$ cat src/design/cache_pkg.sv
/* shared cache types and geometry */
`default_nettype none

package cache_pkg;

   localparam int ADDR_W         = 16;
   localparam int DATA_W         = 16;
   localparam int TAG_W          = 5;
   localparam int INDEX_W        = 8;
   localparam int WORDS_PER_LINE = 4;
   localparam int NUM_SETS       = 256;
   localparam int READ_LATENCY   = 2;  // memory read issue to data
   localparam int WAIT_CYCLES    = 4;  // idle gap between eviction and fill

   typedef logic [$clog2(WORDS_PER_LINE)-1:0] word_sel_t;

   typedef struct packed {
      logic [TAG_W-1:0]   tag;
      logic [INDEX_W-1:0] index;
      word_sel_t          word;
      logic               byte_sel;  // must stay clear, word accesses only
   } addr_t;

   typedef enum logic [2:0] {
      IDLE,
      COMPARE,
      CHECK,
      EVICT,
      EVICT_WAIT,
      LOAD,
      FINISH
   } ctrl_state_t;

   typedef enum logic [1:0] {
      MEM_NONE,
      MEM_READ,
      MEM_WRITE
   } mem_op_t;

   typedef struct packed {
      mem_op_t            op;
      logic [ADDR_W-1:0]  addr;
      logic [DATA_W-1:0]  wdata;
   } mem_req_t;

   typedef struct packed {
      logic               enable;
      logic               comp;      // tag compare access
      logic               write;
      logic               valid_in;
      logic [TAG_W-1:0]   tag;
      logic [INDEX_W-1:0] index;
      word_sel_t          word;
      logic [DATA_W-1:0]  wdata;
   } way_cmd_t;

   typedef struct packed {
      logic               hit;
      logic               valid;
      logic               dirty;
      logic [TAG_W-1:0]   tag;
      logic [DATA_W-1:0]  rdata;
   } way_status_t;

endpackage

`default_nettype wire
$ cat src/design/way_select.sv
/* way routing and victim choice */
`timescale 1ns/10ps
`default_nettype none

module way_select (
   input  wire logic                   clk,
   input  wire logic                   rst_n,
   input  wire cache_pkg::way_cmd_t    cmd,
   input  wire logic                   capture,
   input  wire logic                   advance_victim,
   input  wire cache_pkg::way_status_t status0,
   input  wire cache_pkg::way_status_t status1,
   output      cache_pkg::way_cmd_t    way_cmd0,
   output      cache_pkg::way_cmd_t    way_cmd1,
   output      cache_pkg::way_status_t merged,
   output      logic                   any_hit
);

   logic sel_q;     // way chosen for the current miss
   logic victim_q;  // round-robin victim
   logic sel_next;

   assign any_hit = status0.hit | status1.hit;

   // invalid way first, then the round-robin bit
   always_comb begin
      if (!status0.valid) begin
         sel_next = 1'b0;
      end else if (!status1.valid) begin
         sel_next = 1'b1;
      end else begin
         sel_next = victim_q;
      end
   end

   always_ff @(posedge clk or negedge rst_n) begin
      if (!rst_n) begin
         sel_q    <= 1'b0;
         victim_q <= 1'b0;
      end else begin
         if (capture) begin
            sel_q <= sel_next;
         end
         if (advance_victim) begin
            victim_q <= ~victim_q;
         end
      end
   end

   always_comb begin
      way_cmd0        = cmd;
      way_cmd1        = cmd;
      way_cmd0.enable = cmd.enable & (status0.hit | (~any_hit & ~sel_q));
      way_cmd1.enable = cmd.enable & (status1.hit | (~any_hit & sel_q));
   end

   always_comb begin
      if (status0.hit) begin
         merged = status0;
      end else if (status1.hit) begin
         merged = status1;
      end else if (sel_q) begin
         merged = status1;
      end else begin
         merged = status0;
      end
   end

   // a tag lives in at most one way of a set
   a_single_hit : assert property (
      @(posedge clk) disable iff (!rst_n)
      !(status0.hit && status1.hit)
   ) else $error("both ways hit");

endmodule

`default_nettype wire

$ cat config.mk
export PLATFORM = sky130hd
export DESIGN_NAME = way_select
export DESIGN_NICKNAME = d
export VERILOG_FILES = /design/src/design/cache_pkg.sv /design/src/design/way_select.sv
export SDC_FILE = /design/constraint.sdc
export NUM_CORES = 1
export LEC_CHECK = 0
export ABC_AREA = 1
export BUFFER_PORTS_ARGS = -buffer_cell sky130_fd_sc_hd__buf_2
export CORE_AREA = 2 2 71 73
export CTS_CLUSTER_SIZE = 14
export DETAILED_ROUTE_END_ITERATION = 7
export DIE_AREA = 0 0 73 75
export PLACE_DENSITY = 0.69
export SKIP_LAST_GASP = 1
export SYNTH_ARGS = -nofsm -noshare
export SYNTH_HDL_FRONTEND = slang
export SYNTH_SLANG_ARGS = --single-unit
$ cat constraint.sdc
create_clock -name clk -period 2.25 [get_ports clk]
set_input_delay 0.1125 -clock clk [delete_from_list [all_inputs] [get_ports clk]]
set_output_delay 0.1125 -clock clk [all_outputs]
set_load 0.005 [all_outputs]
# [After elaboration in Yosys (flattened, before gate mapping)]
# Cells that the tools add are included.
[totals] out_inout_bits=95 register_bits=2 wordCells=17 inputBits=87
[classes] n_mux=5 n_bitwise=10
[ops] operator="$mux W24" count=2
[ops] operator="$mux W23" count=1
[ops] operator="$and A1 B1 Y1" count=4
[ops] operator="$not A1 Y1" count=3
[ops] operator="$or A1 B1 Y1" count=3
[ops] operator="$mux W1" count=2

# [Depth between registers and ports, before layout]
# Gate-level depths: netlist of the first run.
[depth] ltp_word=5 depth_mapped=5 ltp_nobuf=4

# [Worst setup path before layout of the first run]
# OpenSTA, ideal clock, no wires.
[synth_path] path_type="register -> output" startpoint="register sel_q" endpoint="output port merged[11] in the netlist's numbering" t_required_ns=2.138 path_stages_with_launch=5 slack_ns=1.282 arrival_ns=0.856 n_path_buf=1 cell_sequence="dfrtp_1 o21ai_4 buf_4 nand2_1 nand2_1"
[synth_lines] element="start: declaration" line="way_select.sv:19" text="logic sel_q;"
[synth_lines] element="start signal: assignment" line="way_select.sv:42" text="sel_q <= sel_next;"
[synth_lines] element="end: declaration" line="way_select.sv:15" text="output cache_pkg::way_status_t merged,"

==> reports/metrics.yaml, run 1 <==
run_status: "finished clean"
cts_root_buf: "clkbuf_8"
portBuffers: 79
drc: 0
grt_pass1_vias: 733
hold_depth: 2
worst-setup-path-type: "flop to primary output"
synth_nets: 249
cts_resized: 0
tns_ps: 0
final_common_cell: "buf_2"
n_antenna_cell: 0
pre_cts_ws_ps: 902
vdd_ir_drop_max_uv: 312
whs_ps: 79.6
cts_tree: "done"
synth_seq_area_share_pct: 4.68
power.total_uw: 425
critPathTopFamily: "compound AO/OA/AOI/OAI gates"
route.final.wire_length_um: 2570
grt_max_degree: 28
worst_slack_ps: 707
fin_nets: 259
core_area_sq_um: 4660
clk-insertion-delay-late_ps: 210
overflow: 0
drv_slew: 0
crit_fanout: 23
initial_core_util_pct: 23.0
yosysWarnings: 0
clock_sinks: 2
antenna_left: 0
cp.arrival_ps: 1430
clock_path_buffers: 2
firstDrtPassIters: 4
period_share_pct: 68.6
crit_buf_inv: 1
p_per_area_nw_per_um2: 429
syn_avg_cell_area_sq_um: 6.60
slew_headroom_pct: 60.5
fmax_ghz: 0.648
maxCapViolations: 0
hold_start: "advance_victim"
antenna_found_initial: 0
slowest_stage: "o21ai_4"
worstReg2RegStart: "sel_q"
dieArea_sq_um: 5480
fin_util_pct: 21.3
cts_buffers: 3
hold_viol: 0
grt_first_pass_wirelength_um: 3550
worst_path_most_repeated_cell: "nand2_1"
drtIter0Drc: 24
ys_types: 18
tightest_slew_ps: 590
cts_setup_buffers: 0
cp.required_ps: 2140
min_to: "victim_q"
hold_path_class: "input pin to flop"
dp_hpwl_um: 1980
ctsHoldBuffers: 1
wl_per_cell_um: 11.5
multiInputGateArea_sq_um: 405
netlist_instances: 162
period_minus_slack_ps: 1540
vias: 904
r2r_end: "sel_q"
htreeDepth: 1
drive_gt1_share_pct: 57.1
synth_area_sq_um: 1070
skew_ps: 0.199
startpoint: "sel_q"
crit_chain: "o21ai_4, nand2_1, nand2_1, buf_2"
ios: 182
regArea_sq_um: 50.0
end_kind: "primary output"
clk_pin_slew_ps: 30
grt_usage_pct: 8.37
fp.dieW_um: 73
viasPerCell: 4.04
regToRegSetupSlack_ps: 1360
p_leak_uw: 0.000629
rows: 25
layout-area-overhead-vs-synth_pct: -7.37
final_cell_mix: "buf_2 (79), nand2_1 (49), nand3_1 (15), nand3_2 (9), clkbuf_8 (3)"
cp.depth: 4
ys_seq_elements: 2
critPathMaxStageDelay_ps: 500
cp-start-kind: "flop"
n_fill_cell: 518
final-setup-viol-count: 0
r2r_cells: 3
die_h_um: 75
rsz0062_at_grt: "no"
routabilityCongestion: 0.692
[power breakdown]
| group | switching, uW | leakage, uW | internal [uW] |
|---|---|---|---|
| clock | 30.4 | 0.0000216 | 113 |
| sequential | 11.4 | 0.0000242 | 48.8 |
| combinational | 116 | 0.000583 | 105 |
| total | 158 | 0.000629 | 268 |
[worst max-delay path by stage]
stage	end	slack (ps)
final	merged[18]	710
after CTS	merged[16]	670
after global routing	merged[21]	520
after floorplan	merged[11]	1280
after detailed placement	merged[16]	900
after global placement	merged[11]	910
[cells in the mapped netlist, drive strengths merged]
library cell,instances,area (sq um)
inv,5,21.3
dfrtp,2,50.1
nand2,50,195
nor2,1,3.75
or2,1,6.26
a21oi,2,10.0
o21ai,1,16.3
xor2,1,8.76
buf,74,579
nand3,24,165
clkbuf,1,13.8
[cell type report]
cell class	instances	area share, %
inverter	5	2.15
multi-input combinational	80	40.9
clock buffer	3	4.17
tap	54	6.82
timing repair buffer	80	40.9
sequential	2	5.05
[per-stage QoR]
| step | std cells | area, sq um |
|---|---|---|
| 6_report | 224 | 991 |
| 5_1_grt | 224 | 991 |
| 4_1_cts | 224 | 991 |
| 3_5_place_dp | 220 | 940 |
| 3_3_place_gp | 220 | 940 |
| 2_1_floorplan | 162 | 1070 |
[metal layers]
metal	global-route usage [%]	part of all wire, %	wire [um]	up-vias
met5	0	0	0	-
met4	7.41	6.3	161	0
met3	4.55	12	309	18
met2	12.1	46	1170	67
met1	8.75	36	927	369
li1	-	-	-	450
[registers in the layout, summed over array words and instances (netlist names)]
signal	cells
victim_q	1
sel_q	1
[kinds of logic (layout without fill, tap and decap cells)]
logic type             count (synthesis)  in the layout  synth area share [%]
AO/OA/AOI/OAI                          3              3                  2.46
XOR/XNOR                               1              1                 0.819
flip-flops                             2              2                  4.68
buffers and inverters                 80             88                  57.4
AND/OR/NAND/NOR                       76             76                  34.6
No activity file was read; power rests on OpenSTA's default activity.
==> run 2: changes to the inputs <==
--- a/config.mk
+++ b/config.mk
@@ -5,12 +5,12 @@
 export SDC_FILE = /design/constraint.sdc
 export NUM_CORES = 1
 export LEC_CHECK = 0
-export ABC_AREA = 1
+export ABC_AREA = 0
 export BUFFER_PORTS_ARGS = -buffer_cell sky130_fd_sc_hd__buf_2
-export CORE_AREA = 2 2 71 73
+export CORE_AREA = 2 2 70 72
 export CTS_CLUSTER_SIZE = 14
 export DETAILED_ROUTE_END_ITERATION = 7
-export DIE_AREA = 0 0 73 75
+export DIE_AREA = 0 0 72 74
 export PLACE_DENSITY = 0.69
 export SKIP_LAST_GASP = 1
 export SYNTH_ARGS = -nofsm -noshare
==> constraint.sdc (replaced) <==
create_clock -name clk -period 1.5 [get_ports clk]
set_input_delay 0.075 -clock clk [delete_from_list [all_inputs] [get_ports clk]]
set_output_delay 0.075 -clock clk [all_outputs]
set_load 0.005 [all_outputs]
==> reports/metrics.yaml, run 2 <==
rows: 25
ios: 182
antenna_found_initial: 0
synth_top_cell_by_area: "buf_4"
synth_top_family_by_area: "buffers and inverters"
clk_pin_slew_ps: 30
regArea_sq_um: 50.0
regToRegSetupSlack_ps: 520
synth_mux_area_share_pct: 33.2
rsz0062_at_grt: "yes"
synth_edf_count: 0
fin_nets: 212
core_area_sq_um: 4600
p_int_uw: 558
yosys-top-cells-count: "buf_4 (69), mux2_4 (19), mux2_2 (4)"
grt_first_pass_wirelength_um: 2250
cp-start-kind: "flop"
p_leak_uw: 0.000675
synth_area_sq_um: 996
clock_sinks: 2
clkPwrFrac_pct: 27.7
synth_ff_type: "dfrtp_1"
grt_max_degree: 24
hold_path_class: "input pin to flop"
multiInputGateArea_sq_um: 417
fp.dieW_um: 72
wl_per_cell_um: 12.8
final_common_cell: "buf_2"
synth_nets: 192
synth_most_common_cell: "buf_4"
overflow: 0
route.final.wire_length_um: 2260
viasPerCell: 3.77
hold_viol: 0
yosysWarnings: 0
slew_headroom_pct: 91.0
drv_slew: 0
antenna_left: 0
worst-setup-path-type: "flop to primary output"
synth_compound_area_share_pct: 3.52
cp.required_ps: 1420
synth_xor_area_share_pct: 0.879
cts_root_buf: "clkbuf_8"
crit_fanout: 6
maxCapViolations: 0
dp_hpwl_um: 1570
yosys.area_share.simple_pct: 3.14
clock_path_buffers: 2
pwr-share-seq_pct: 11.7
violations: "setup timing"
p_comb_share_pct: 60.6
fmax_ghz: 0.642
synth_seq_area_share_pct: 5.03
skew_ps: 1.54
end_kind: "primary output"
drtIter0Drc: 5
tns_ps: -1010
fin_util_pct: 26.0
grt_usage_pct: 5.65
tightest_slew_ps: 136
routabilityCongestion: 0.578
vdd_ir_drop_max_uv: 292
netlist_instances: 105
cts_tree: "done"
ys_seq_elements: 2
synth_area_leaders: "buf_4 (52%), mux2_4 (29%), dfrtp_1 (5.0%), mux2_2 (4.5%), buf_6 (2.3%)"
initial_core_util_pct: 21.7
synthArstFlopShare_pct: 100
htreeDepth: 1
yosysTopAreaCellShare_pct: 52.0
n_antenna_cell: 0
run_status: "finished, violations left"
synth_fa_ha_area_share_pct: 0
clk-insertion-delay-late_ps: 210
p_per_area_nw_per_um2: 621
cp.arrival_ps: 1480
grt_pass1_vias: 531
top_regs: "sel_q: 1 flops, victim_q: 1 flops"
syn_avg_cell_area_sq_um: 9.49
period_minus_slack_ps: 1560
final_cell_mix: "buf_2 (62), mux2_4 (22), buf_6 (18), clkbuf_8 (3)"
switching_share_pct: 24.9
drc: 0
worst_slack_ps: -57.3
final-setup-viol-count: 22
p_sw_uw: 185
vias: 667
layout-area-overhead-vs-synth_pct: 20.1
firstDrtPassIters: 2
cts_buffers: 3
die_h_um: 74
drive_gt1_share_pct: 92.7
period_share_pct: 104
n_fill_cell: 478
dieArea_sq_um: 5330
portBuffers: 79
ys_types: 13
[run 2: changes by cell type in the layout (fill, tap and decap cells not counted), sizes merged, moves of 2 or more]
cell and change:
nand2 -50, nor2b +2, mux2 +23, buf +4, inv -5, nand3 -24
a21oi -2, clkbuf +2
[run 2: power by group through the flow]
stage                     Combinational (uW)  Clock (uW)  Sequential, uW
after global placement                   321           0            86.9
after global routing                     481         220            91.6
after floorplan                          334           0            84.6
after detailed placement                 326           0            88.0
after CTS                                329         214            88.6
final                                    450         206            87.2
[run 2: path summary, 6_finish.rpt]
path | start | end | cells past startpoint
hold / removal | advance_victim | victim_q | 2
setup reg to reg | sel_q | sel_q | 3
min in group asynchronous | rst_n | sel_q | 2
setup / recovery | sel_q | merged[12] | 5
max in group asynchronous | rst_n | victim_q | 2
hold reg to reg | victim_q | victim_q | 1
[run 2: logic make-up after synthesis]
logic type	count (synthesis)
AOI/OAI and AO/OA	3
xor gates and xnor gates	1
buffers and inverters	71
DFF	2
muxes	23
and+or+nand+nor	5
[run 2: stage by stage]
| stage | hold WS, ps | power (uW) | worst slack, ps | area (sq um) | cells |
|---|---|---|---|---|---|
| after global placement | -137 | 408 | 198 | 938 | 168 |
| after global routing | 50.0 | 792 | -103 | 1200 | 177 |
| after CTS | 43.1 | 631 | -51.9 | 990 | 172 |
| after detailed placement | -134 | 414 | 175 | 938 | 168 |
| final | 46.1 | 743 | -57.3 | 1200 | 177 |
| after floorplan | -221 | 419 | 344 | 996 | 105 |
[run 2: per-layer routing]
layer,share of wire [%],global-route usage [%],vias to the layer above
met4,1.7,4.19,0
met5,0,0,-
li1,-,-,309
met2,53,9.05,72
met1,28,4.39,276
met3,18,5.01,10
[run 2: final cells by class]
cell class                 instances  share of cell area (%)
timing repair buffer              86                    51.9
tap                               54                    5.65
clock buffer                       3                    3.45
sequential                         2                    4.18
multi-input combinational         32                    34.8
[run 2: timing repair]
| item | in CTS | in global routing |
|---|---|---|
| pin swaps | 0 | 1 |
| setup buffers | 0 | 2 |
| gates cloned | 0 | 3 |
| hold endpoints to repair | 2 | 0 |
| endpoints found under the setup margin | 22 | 22 |
| hold buffers | 1 | 0 |
| resized for setup | 0 | 20 |
[run 2: critical path, stage by stage, from the launching register on]
cell	delay (ps)
dfrtp_1	400
o21bai_4	170
buf_12	140
clkbuf_16	150
mux2_4	300
buf_6	110
