==> config.mk <==
export PLATFORM = sky130hd
export DESIGN_NAME = cache_ctrl
export DESIGN_NICKNAME = d
export VERILOG_FILES = /design/src/design/cache_pkg.sv /design/src/design/cache_ctrl.sv
export SDC_FILE = /design/constraint.sdc
export NUM_CORES = 1
export LEC_CHECK = 0
export BUFFER_PORTS_ARGS = -buffer_cell sky130_fd_sc_hd__buf_2
export CELL_PAD_IN_SITES_DETAIL_PLACEMENT = 0
export CELL_PAD_IN_SITES_GLOBAL_PLACEMENT = 1
export CORE_UTILIZATION = 31
export DETAILED_ROUTE_END_ITERATION = 7
export PLACE_DENSITY_LB_ADDON = 0.1
export SYNTH_ARGS = -nofsm -noshare
export SYNTH_HDL_FRONTEND = slang
export SYNTH_SLANG_ARGS = --single-unit
==> constraint.sdc <==
create_clock -name clk -period 3.5 [get_ports clk]
set_clock_uncertainty 0.05 [all_clocks]
set_input_delay 0.525 -clock clk [delete_from_list [all_inputs] [get_ports clk]]
set_output_delay 0.525 -clock clk [all_outputs]
set_load 0.005 [all_outputs]
==> src/design/cache_pkg.sv <==
/* shared cache types and geometry */
`default_nettype none

package cache_pkg;

   localparam int ADDR_W         = 16;
   localparam int DATA_W         = 16;
   localparam int TAG_W          = 5;
   localparam int INDEX_W        = 8;
   localparam int WORDS_PER_LINE = 4;
   localparam int NUM_SETS       = 256;
   localparam int READ_LATENCY   = 2;  // memory read issue to data
   localparam int WAIT_CYCLES    = 4;  // idle gap between eviction and fill

   typedef logic [$clog2(WORDS_PER_LINE)-1:0] word_sel_t;

   typedef struct packed {
      logic [TAG_W-1:0]   tag;
      logic [INDEX_W-1:0] index;
      word_sel_t          word;
      logic               byte_sel;  // must stay clear, word accesses only
   } addr_t;

   typedef enum logic [2:0] {
      IDLE,
      COMPARE,
      CHECK,
      EVICT,
      EVICT_WAIT,
      LOAD,
      FINISH
   } ctrl_state_t;

   typedef enum logic [1:0] {
      MEM_NONE,
      MEM_READ,
      MEM_WRITE
   } mem_op_t;

   typedef struct packed {
      mem_op_t            op;
      logic [ADDR_W-1:0]  addr;
      logic [DATA_W-1:0]  wdata;
   } mem_req_t;

   typedef struct packed {
      logic               enable;
      logic               comp;      // tag compare access
      logic               write;
      logic               valid_in;
      logic [TAG_W-1:0]   tag;
      logic [INDEX_W-1:0] index;
      word_sel_t          word;
      logic [DATA_W-1:0]  wdata;
   } way_cmd_t;

   typedef struct packed {
      logic               hit;
      logic               valid;
      logic               dirty;
      logic [TAG_W-1:0]   tag;
      logic [DATA_W-1:0]  rdata;
   } way_status_t;

endpackage

`default_nettype wire
==> src/design/cache_ctrl.sv <==
/* cache miss controller */
`timescale 1ns/10ps
`default_nettype none

module cache_ctrl (
   input  wire logic                    clk,
   input  wire logic                    rst_n,
   input  wire logic                    rd,
   input  wire logic                    wr,
   input  wire cache_pkg::addr_t        addr,
   input  wire logic [cache_pkg::DATA_W-1:0] data_in,
   output      logic [cache_pkg::DATA_W-1:0] data_out,
   output      logic                    done,
   output      logic                    stall,
   output      logic                    cache_hit,
   output      cache_pkg::way_cmd_t     cmd,
   output      logic                    capture,
   output      logic                    advance_victim,
   input  wire cache_pkg::way_status_t  merged,
   input  wire logic                    any_hit,
   output      cache_pkg::mem_req_t     mem_req,
   input  wire logic [cache_pkg::DATA_W-1:0] mem_rdata
);

   cache_pkg::ctrl_state_t state_q;
   cache_pkg::ctrl_state_t state_next;

   cache_pkg::addr_t                req_q;       // latched request
   logic [cache_pkg::DATA_W-1:0]    wdata_q;
   logic                            is_wr_q;
   logic [cache_pkg::TAG_W-1:0]     victim_tag_q;
   logic [2:0]                      cnt_q;       // evict and load word counter
   logic [1:0]                      wait_q;
   cache_pkg::word_sel_t            fill_word;

   assign fill_word = cache_pkg::word_sel_t'(cnt_q - 3'(cache_pkg::READ_LATENCY));
   assign data_out  = merged.rdata;

   always_comb begin
      state_next     = state_q;
      done           = 1'b0;
      cache_hit      = 1'b0;
      stall          = (state_q != cache_pkg::IDLE);
      capture        = 1'b0;
      advance_victim = 1'b0;

      cmd          = '0;
      cmd.tag      = req_q.tag;
      cmd.index    = req_q.index;
      cmd.word     = req_q.word;
      cmd.wdata    = wdata_q;

      mem_req.op    = cache_pkg::MEM_NONE;
      mem_req.addr  = {req_q.tag, req_q.index, cnt_q[1:0], 1'b0};
      mem_req.wdata = merged.rdata;

      case (state_q)
         cache_pkg::IDLE: begin
            if (rd || wr) begin
               state_next = cache_pkg::COMPARE;
            end
         end
         cache_pkg::COMPARE: begin
            cmd.enable = 1'b1;
            cmd.comp   = 1'b1;
            cmd.write  = is_wr_q & any_hit;
            if (any_hit) begin
               done       = 1'b1;
               cache_hit  = 1'b1;
               state_next = cache_pkg::IDLE;
            end else begin
               capture    = 1'b1;  // pick the way to refill
               state_next = cache_pkg::CHECK;
            end
         end
         cache_pkg::CHECK: begin
            cmd.enable = 1'b1;
            cmd.comp   = 1'b1;
            if (merged.valid && merged.dirty) begin
               state_next = cache_pkg::EVICT;
            end else begin
               state_next = cache_pkg::LOAD;
            end
         end
         cache_pkg::EVICT: begin
            cmd.enable   = 1'b1;
            cmd.tag      = victim_tag_q;
            cmd.word     = cnt_q[1:0];
            mem_req.op   = cache_pkg::MEM_WRITE;
            mem_req.addr = {victim_tag_q, req_q.index, cnt_q[1:0], 1'b0};  // victim's own address
            if (cnt_q == 3'(cache_pkg::WORDS_PER_LINE - 1)) begin
               state_next = cache_pkg::EVICT_WAIT;
            end
         end
         cache_pkg::EVICT_WAIT: begin
            if (wait_q == 2'(cache_pkg::WAIT_CYCLES - 1)) begin
               state_next = cache_pkg::LOAD;
            end
         end
         cache_pkg::LOAD: begin
            if (cnt_q < 3'(cache_pkg::WORDS_PER_LINE)) begin
               mem_req.op = cache_pkg::MEM_READ;
            end
            if (cnt_q >= 3'(cache_pkg::READ_LATENCY)) begin
               cmd.enable   = 1'b1;      // returned word goes into the way
               cmd.write    = 1'b1;
               cmd.valid_in = 1'b1;      // fill makes the line valid
               cmd.word     = fill_word;
               cmd.wdata    = mem_rdata;
            end
            if (cnt_q == 3'(cache_pkg::WORDS_PER_LINE + cache_pkg::READ_LATENCY - 1)) begin
               state_next = cache_pkg::FINISH;
            end
         end
         cache_pkg::FINISH: begin
            cmd.enable     = 1'b1;
            cmd.comp       = 1'b1;
            cmd.write      = is_wr_q;
            done           = 1'b1;
            advance_victim = 1'b1;
            state_next     = cache_pkg::IDLE;
         end
         default: begin
            state_next = cache_pkg::IDLE;
         end
      endcase
   end

   always_ff @(posedge clk or negedge rst_n) begin
      if (!rst_n) begin
         state_q <= cache_pkg::IDLE;
         is_wr_q <= 1'b0;
         cnt_q   <= '0;
         wait_q  <= '0;
      end else begin
         state_q <= state_next;
         if (state_q == cache_pkg::IDLE && (rd || wr)) begin
            is_wr_q <= wr;
         end
         if ((state_q == cache_pkg::EVICT || state_q == cache_pkg::LOAD) &&
             state_next == state_q) begin
            cnt_q <= cnt_q + 3'd1;
         end else begin
            cnt_q <= '0;
         end
         if (state_q == cache_pkg::EVICT_WAIT && state_next == state_q) begin
            wait_q <= wait_q + 2'd1;
         end else begin
            wait_q <= '0;
         end
      end
   end

   always_ff @(posedge clk) begin
      if (state_q == cache_pkg::IDLE && (rd || wr)) begin
         req_q   <= addr;
         wdata_q <= data_in;
      end
      if (state_q == cache_pkg::CHECK) begin
         victim_tag_q <= merged.tag;  // selected way's tag
      end
   end

   a_rd_wr_excl : assert property (
      @(posedge clk) disable iff (!rst_n)
      !(rd && wr)
   ) else $error("rd and wr high together");

   a_aligned_req : assert property (
      @(posedge clk) disable iff (!rst_n)
      (state_q == cache_pkg::IDLE && (rd || wr)) |-> !addr.byte_sel
   ) else $error("unaligned request accepted");

endmodule

`default_nettype wire

# Yosys cells after proc, flatten, opt, wreduce, memory -nomap -nowiden
# Index checks and enable logic that the tools add are counted.
# word_totals
output_inout_bits	90
elab_cells	63
inputBits	77
ff_bits	45
# op_classes
n_bitwise	1
n_addsub	3
n_lt_le_gt_ge	2
n_reduce_logical	10
muxes	28
n_eq_ne	10
# ops
operator	n
2-to-1 mux 16 bit	2
2-to-1 mux 18 bit	1
2-to-1 mux 3 bit	6
one-hot mux 3 bit (6 select lines)	1
equality test 3 bit, second input constant	4
equality test 3 x 2 -> 1 bit, second input constant	3
2-to-1 mux 1 bit	9
one-hot mux 2 bit (2 select lines)	2
2-to-1 mux 2 bit	3
2-to-1 mux 5 bit	1
logical AND 1 bit	4
one-hot mux 1 bit (2 select lines)	2
OR reduction 4 bit	1
adder 3 x 1 -> 3 bit, second input constant	1
equality test 3 x 1 -> 1 bit, second input constant	1
equality test 3 bit	1
greater-or-equal comparator 3 x 2 -> 1 bit, second input constant	1
logical NOT 3 bit	1
< comparator 3 bit, second input constant	1
one-hot mux 1 bit (3 select lines)	1
nonzero test 3 bit	1
OR reduction 3 bit	1
adder 2 x 1 -> 2 bit, second input constant	1
equality test 2 bit, second input constant	1
other kinds (3)	4

# Longest topological paths before layout
# depth
depth_word	6
depth_mapped	5
depth_no_buf	5

# Worst setup path after synthesis
# No wires, ideal clock.
# synth_timing
kind	register -> register
start	reg state_q[2]
end	reg req_q, in the netlist cmd[18], enable pin
period_less_slack_ps	2752
n_path_buf	1
setup_time_ps	419
slack_ps	748
arrival_ps	2283
stages_incl_launch_ff	5
path_cell_list	dfrtp_1 buf_6 nor3_1 inv_1 nor2_1
# synth_between
elab_chain_len	2
# synth_lines
item	line	text
start, declared	cache_ctrl.sv:25	cache_pkg::ctrl_state_t state_q;
start signal, assigned	cache_ctrl.sv:131	state_q <= cache_pkg::IDLE;
start signal, assigned	cache_ctrl.sv:136	state_q <= state_next;
logical NOT 3 bit	cache_ctrl.sv:155	if (state_q == cache_pkg::IDLE && (rd || wr)) begin
logical AND 1 bit	cache_ctrl.sv:155	
end signal, assigned	cache_ctrl.sv:156	req_q <= addr;
end, declared	cache_ctrl.sv:28	cache_pkg::addr_t req_q;
# Every way passes these cells.
# A chain may end at the register's enable or synchronous reset.

==> results.md <==
- The routed wire length is about 4800 um.
- The hold violation total from the final report is 0.
- The number of diodes is 0.
- Counting every sink on the clock net gives 45.
- The average instance in the mapped netlist occupies about 13 um2.
- The vias per cell is 4.28.
- Once the floorplan was initialized, standard cells occupied 32.0% of the core.
- The count of fill cells added during filler insertion is 800.
- The chip height is 91.1 um.
- The achievable clock frequency is 0.385 GHz.
- The number of flip-flops and latches in the synthesized netlist is between 40 and 50.
- The number of global-route vias before repair is 1518.
- The row count is 32.
- At the pin with the least slew margin, the transition time is 533 ps.
- Clock tree synthesis inserted a total of 5 buffers.
- Final hold analysis gives a worst-case slack of between 20 and 30 ps.
- The H-tree depth is 2.
- The placeable core region is roughly 7700 um2.
- The netlist uses 39 different library cells.
- The most area-hungry cell type in the Yosys netlist is edfxtp_1.
- The count of maximum capacitance violations is 0.
- Once layout is complete, the utilization of the core stands at 36.3%.
- The horizontal die dimension is 91.1 um.
- Setup repair after global routing left no endpoint under its margin.
- The post-synthesis xor/xnor area fraction is 0%.
- The largest net degree at the start of global routing is 32.
- The leakage dissipation is 1.30 nW.
- Headroom to the max-slew limit came out at approximately 64%.
- The worst setup path is captured at an output pin.
- The number of instances in the synthesized netlist is between 150 and 200.
- The half-perimeter wire length after placement is 3550 um.
- The tightest min-delay check is of the input pin to asynchronous set/reset pin type.
- In this run, post-CTS repair resized a total of 0 instances.
- After layout, the worst path uses 74.3% of the clock period.
- The warning count from the yosys run is 0.
- The clock-pin slew of the registers on the worst-case setup and hold paths is 90 ps.
- The maximum fanout along the worst path is 19.
- The share of Yosys cell area claimed by the top area cell type is between 40% and 50%.
- The global placer's final weighted congestion is 0.668.
- The longest clock path from root to sink contains 2 buffers.
- For this run, the post-layout net count is 330.
- Yosys attributes the largest share of cell area to edfxtp_1 (44%), buf_4 (18%), dfrtp_1 (9.2%).
- Of the total synthesized cell area, the portion taken by AND, OR, NAND and NOR gates is under 10%.
- The count of nets left with antenna violations once routing finished came out at 0.
- In the synthesized netlist, mux cells make up 10.7% of the area.
- The area occupied by registers is 1310 um2.
- The data required time of the critical path is 2920 ps.
- In this run the clock root is driven by a clkbuf_8.
- Across every metal layer, demand over resource in global routing totals 11.6%.
- The wire length of the first global-routing pass is 7380 um.
- The worst IR drop on VDD is 0.000218 V.
- The arrival time reported for the critical path endpoint is 2020 ps.
- Once placement finished, the instance area stood at about 2700 um2.
- Summing the sequential cell areas from Yosys gives 53.1% of the chip area.
- During I/O placement, the number of pins put on the boundary was ~170.
- The via count is about 1500.
- The most frequent cell after synthesis is buf_4.
- Dividing total power by cell area gives a power density of 675 nW/um2.
- TritonCTS built the clock tree.
- In the final layout, the share of cells above drive strength 1 is around 59%.
- The adder-cell share of the synthesized area is 2.03%.
- The number of antenna violations at the first check in global routing came to 0.
- The cell with the largest stage delay on the worst path is dfrtp_1.
- By startpoint and endpoint, the worst setup path is classified as flip-flop to output pin.
- The flow ran to the end, and the final reports show no timing, DRC or antenna violations.
- The area growth from synthesis to layout is 13.4%.
- In the synthesized netlist the dominant register cell turns out to be edfxtp_1.
- Summing the areas of all compound-gate instances in the mapped netlist gives 5.95% of the synthesized area.
- The number of pins with negative max-slew slack in the final report is 0.
- Once the clock tree was built, the setup fixing pass inserted 0 buffers.
- The die area is 8300 um2.
- The number of nets in the synthesized netlist is 268.
- In the synthesized netlist, the cells that appear most often are buf_4 (58), edfxtp_1 (36), mux2_2 (14), dfrtp_1 (9), mux2_4 (7).
- The cell area that synthesis handed to floorplanning was 2460 um2.
- For the finished layout, the period the worst path requires is 2600 ps.
- Before antenna repair, the detailed router went through 4 iterations.
- Buffers inserted to repair hold after CTS numbered 0.
- The iteration-0 DRC count of the detailed router is 53.
- The instance count after placement with tap cells included is 344.
- The quantity of I/O buffers inserted on ports is 115.
- The detail-routed net length per standard cell is 13.7 um.
- Global routing finished with a remaining overflow of 0.
- The footprint of the multi-input gates is 671 um2.
- The critical path goes through nand3b_4, nor2_8, mux2_2, buf_2.
- By area, the combinational part of the netlist is dominated by buffers and inverters.
- After routing the design area is around 2800 um2.
- The count of flip-flops with a built-in enable after synthesis is 36.
- In this design, the stage delay of the slowest critical-path cell is 680 ps.
- The setup violation total in the final timing report is 0.
- The sort of element at the start of the critical path is a flip-flop.
- The DRC violations left is 0.
- In the synthesized netlist the async set-or-reset flop fraction comes to 20.0%.
- Once layout is complete, the cells apart from fillers number 352.
- The clock latency on the worst-skew pair is ~290 ps.
- The setup total negative slack is 0 ps.
## worst paths after layout
check,from,endpoint,slack (ps),cells past startpoint
max in group asynchronous,rst_n,cnt_q[0],3170,1
worst max register to register,state_q[2],cmd[21],1510,4
worst min-delay path,rst_n,cnt_q[2],30,1
worst min register to register,wait_q[0],wait_q[0],400,1
worst max-delay path,state_q[0],cmd[7],900,4
min in group clk,addr[11],req_q[11],350,1
## metrics by stage
stage                     power, mW  worst slack, ps
after global placement         1.61             1160
after detailed placement       1.60             1190
after global routing           2.03              747
after floorplan                1.41              748
after CTS                      1.93              860
final                          1.88              900
## metal layers
| metal | part of all wire (%) | global-route usage, % |
|---|---|---|
| met1 | 41 | 13.4 |
| met2 | 46 | 18.6 |
| met3 | 10 | 4.77 |
| met4 | 2.3 | 5.29 |
| met5 | 0 | 0 |
## logic make-up (layout without fill, tap and decap cells)
logic type                 after synthesis  after routing
AOI/OAI and AO/OA                       19             19
adders and majority gates                4              4
buffers and inverters                   66            129
DFF                                     45             45
muxes                                   21             21
other                                    1              1
and+or+nand+nor                         31             31
## flip-flops by register name (all words and copies together) (netlist names)
signal	cells
victim_tag_q	5
cnt_q	3
wdata_q	16
cmd	8
is_wr_q	1
state_q	3
wait_q	2
req_q	7
## area by class of cell
cell class                 instances  area share [%]
clock buffer                       7            2.74
clock inverter                     1           0.269
inverter                           5           0.673
multi-input combinational         76            24.0
sequential                        45            46.8
tap                              102            4.57
timing repair buffer             116            20.9
## power breakdown
group	switching, mW	total [mW]	internal, mW
combinational	0.338	0.682	0.344
clock	0.175	0.317	0.142
sequential	0.116	0.884	0.768
## critical path: cells and delay by family (launching register included)
family	cells	cell delay [ps]
buffers and inverters	1	130
DFF	1	680
muxes	1	370
and+or+nand+nor	2	540
## cells in the final DEF, fill, tap and decap left out, drive strengths merged
cell / synthesis / routed
buf: 61 / 116
edfxtp: 36 / 36
mux2: 21 / 21
dfrtp: 9 / 9
nor2: 9 / 9
clkbuf: 0 / 7
inv: 5 / 5
nor3: 5 / 5
o21ai: 4 / 4
nand2: 4 / 4
ha: 4 / 4
nand2b: 3 / 3
a21o: 3 / 3
nor2b: 2 / 2
nor4: 2 / 2
a211o: 2 / 2
nand3b: 2 / 2
o32ai: 1 / 1
a31o: 1 / 1
a211oi: 1 / 1
and2b: 1 / 1
and2: 1 / 1
a32o: 1 / 1
a21oi: 1 / 1
a2bb2oi: 1 / 1
a221o: 1 / 1
and3: 1 / 1
o211a: 1 / 1
o2bb2ai: 1 / 1
nor4b: 1 / 1
a22o: 1 / 1
conb: 1 / 1
clkinvlp: 0 / 1
(Power assumes the default switching activity.)
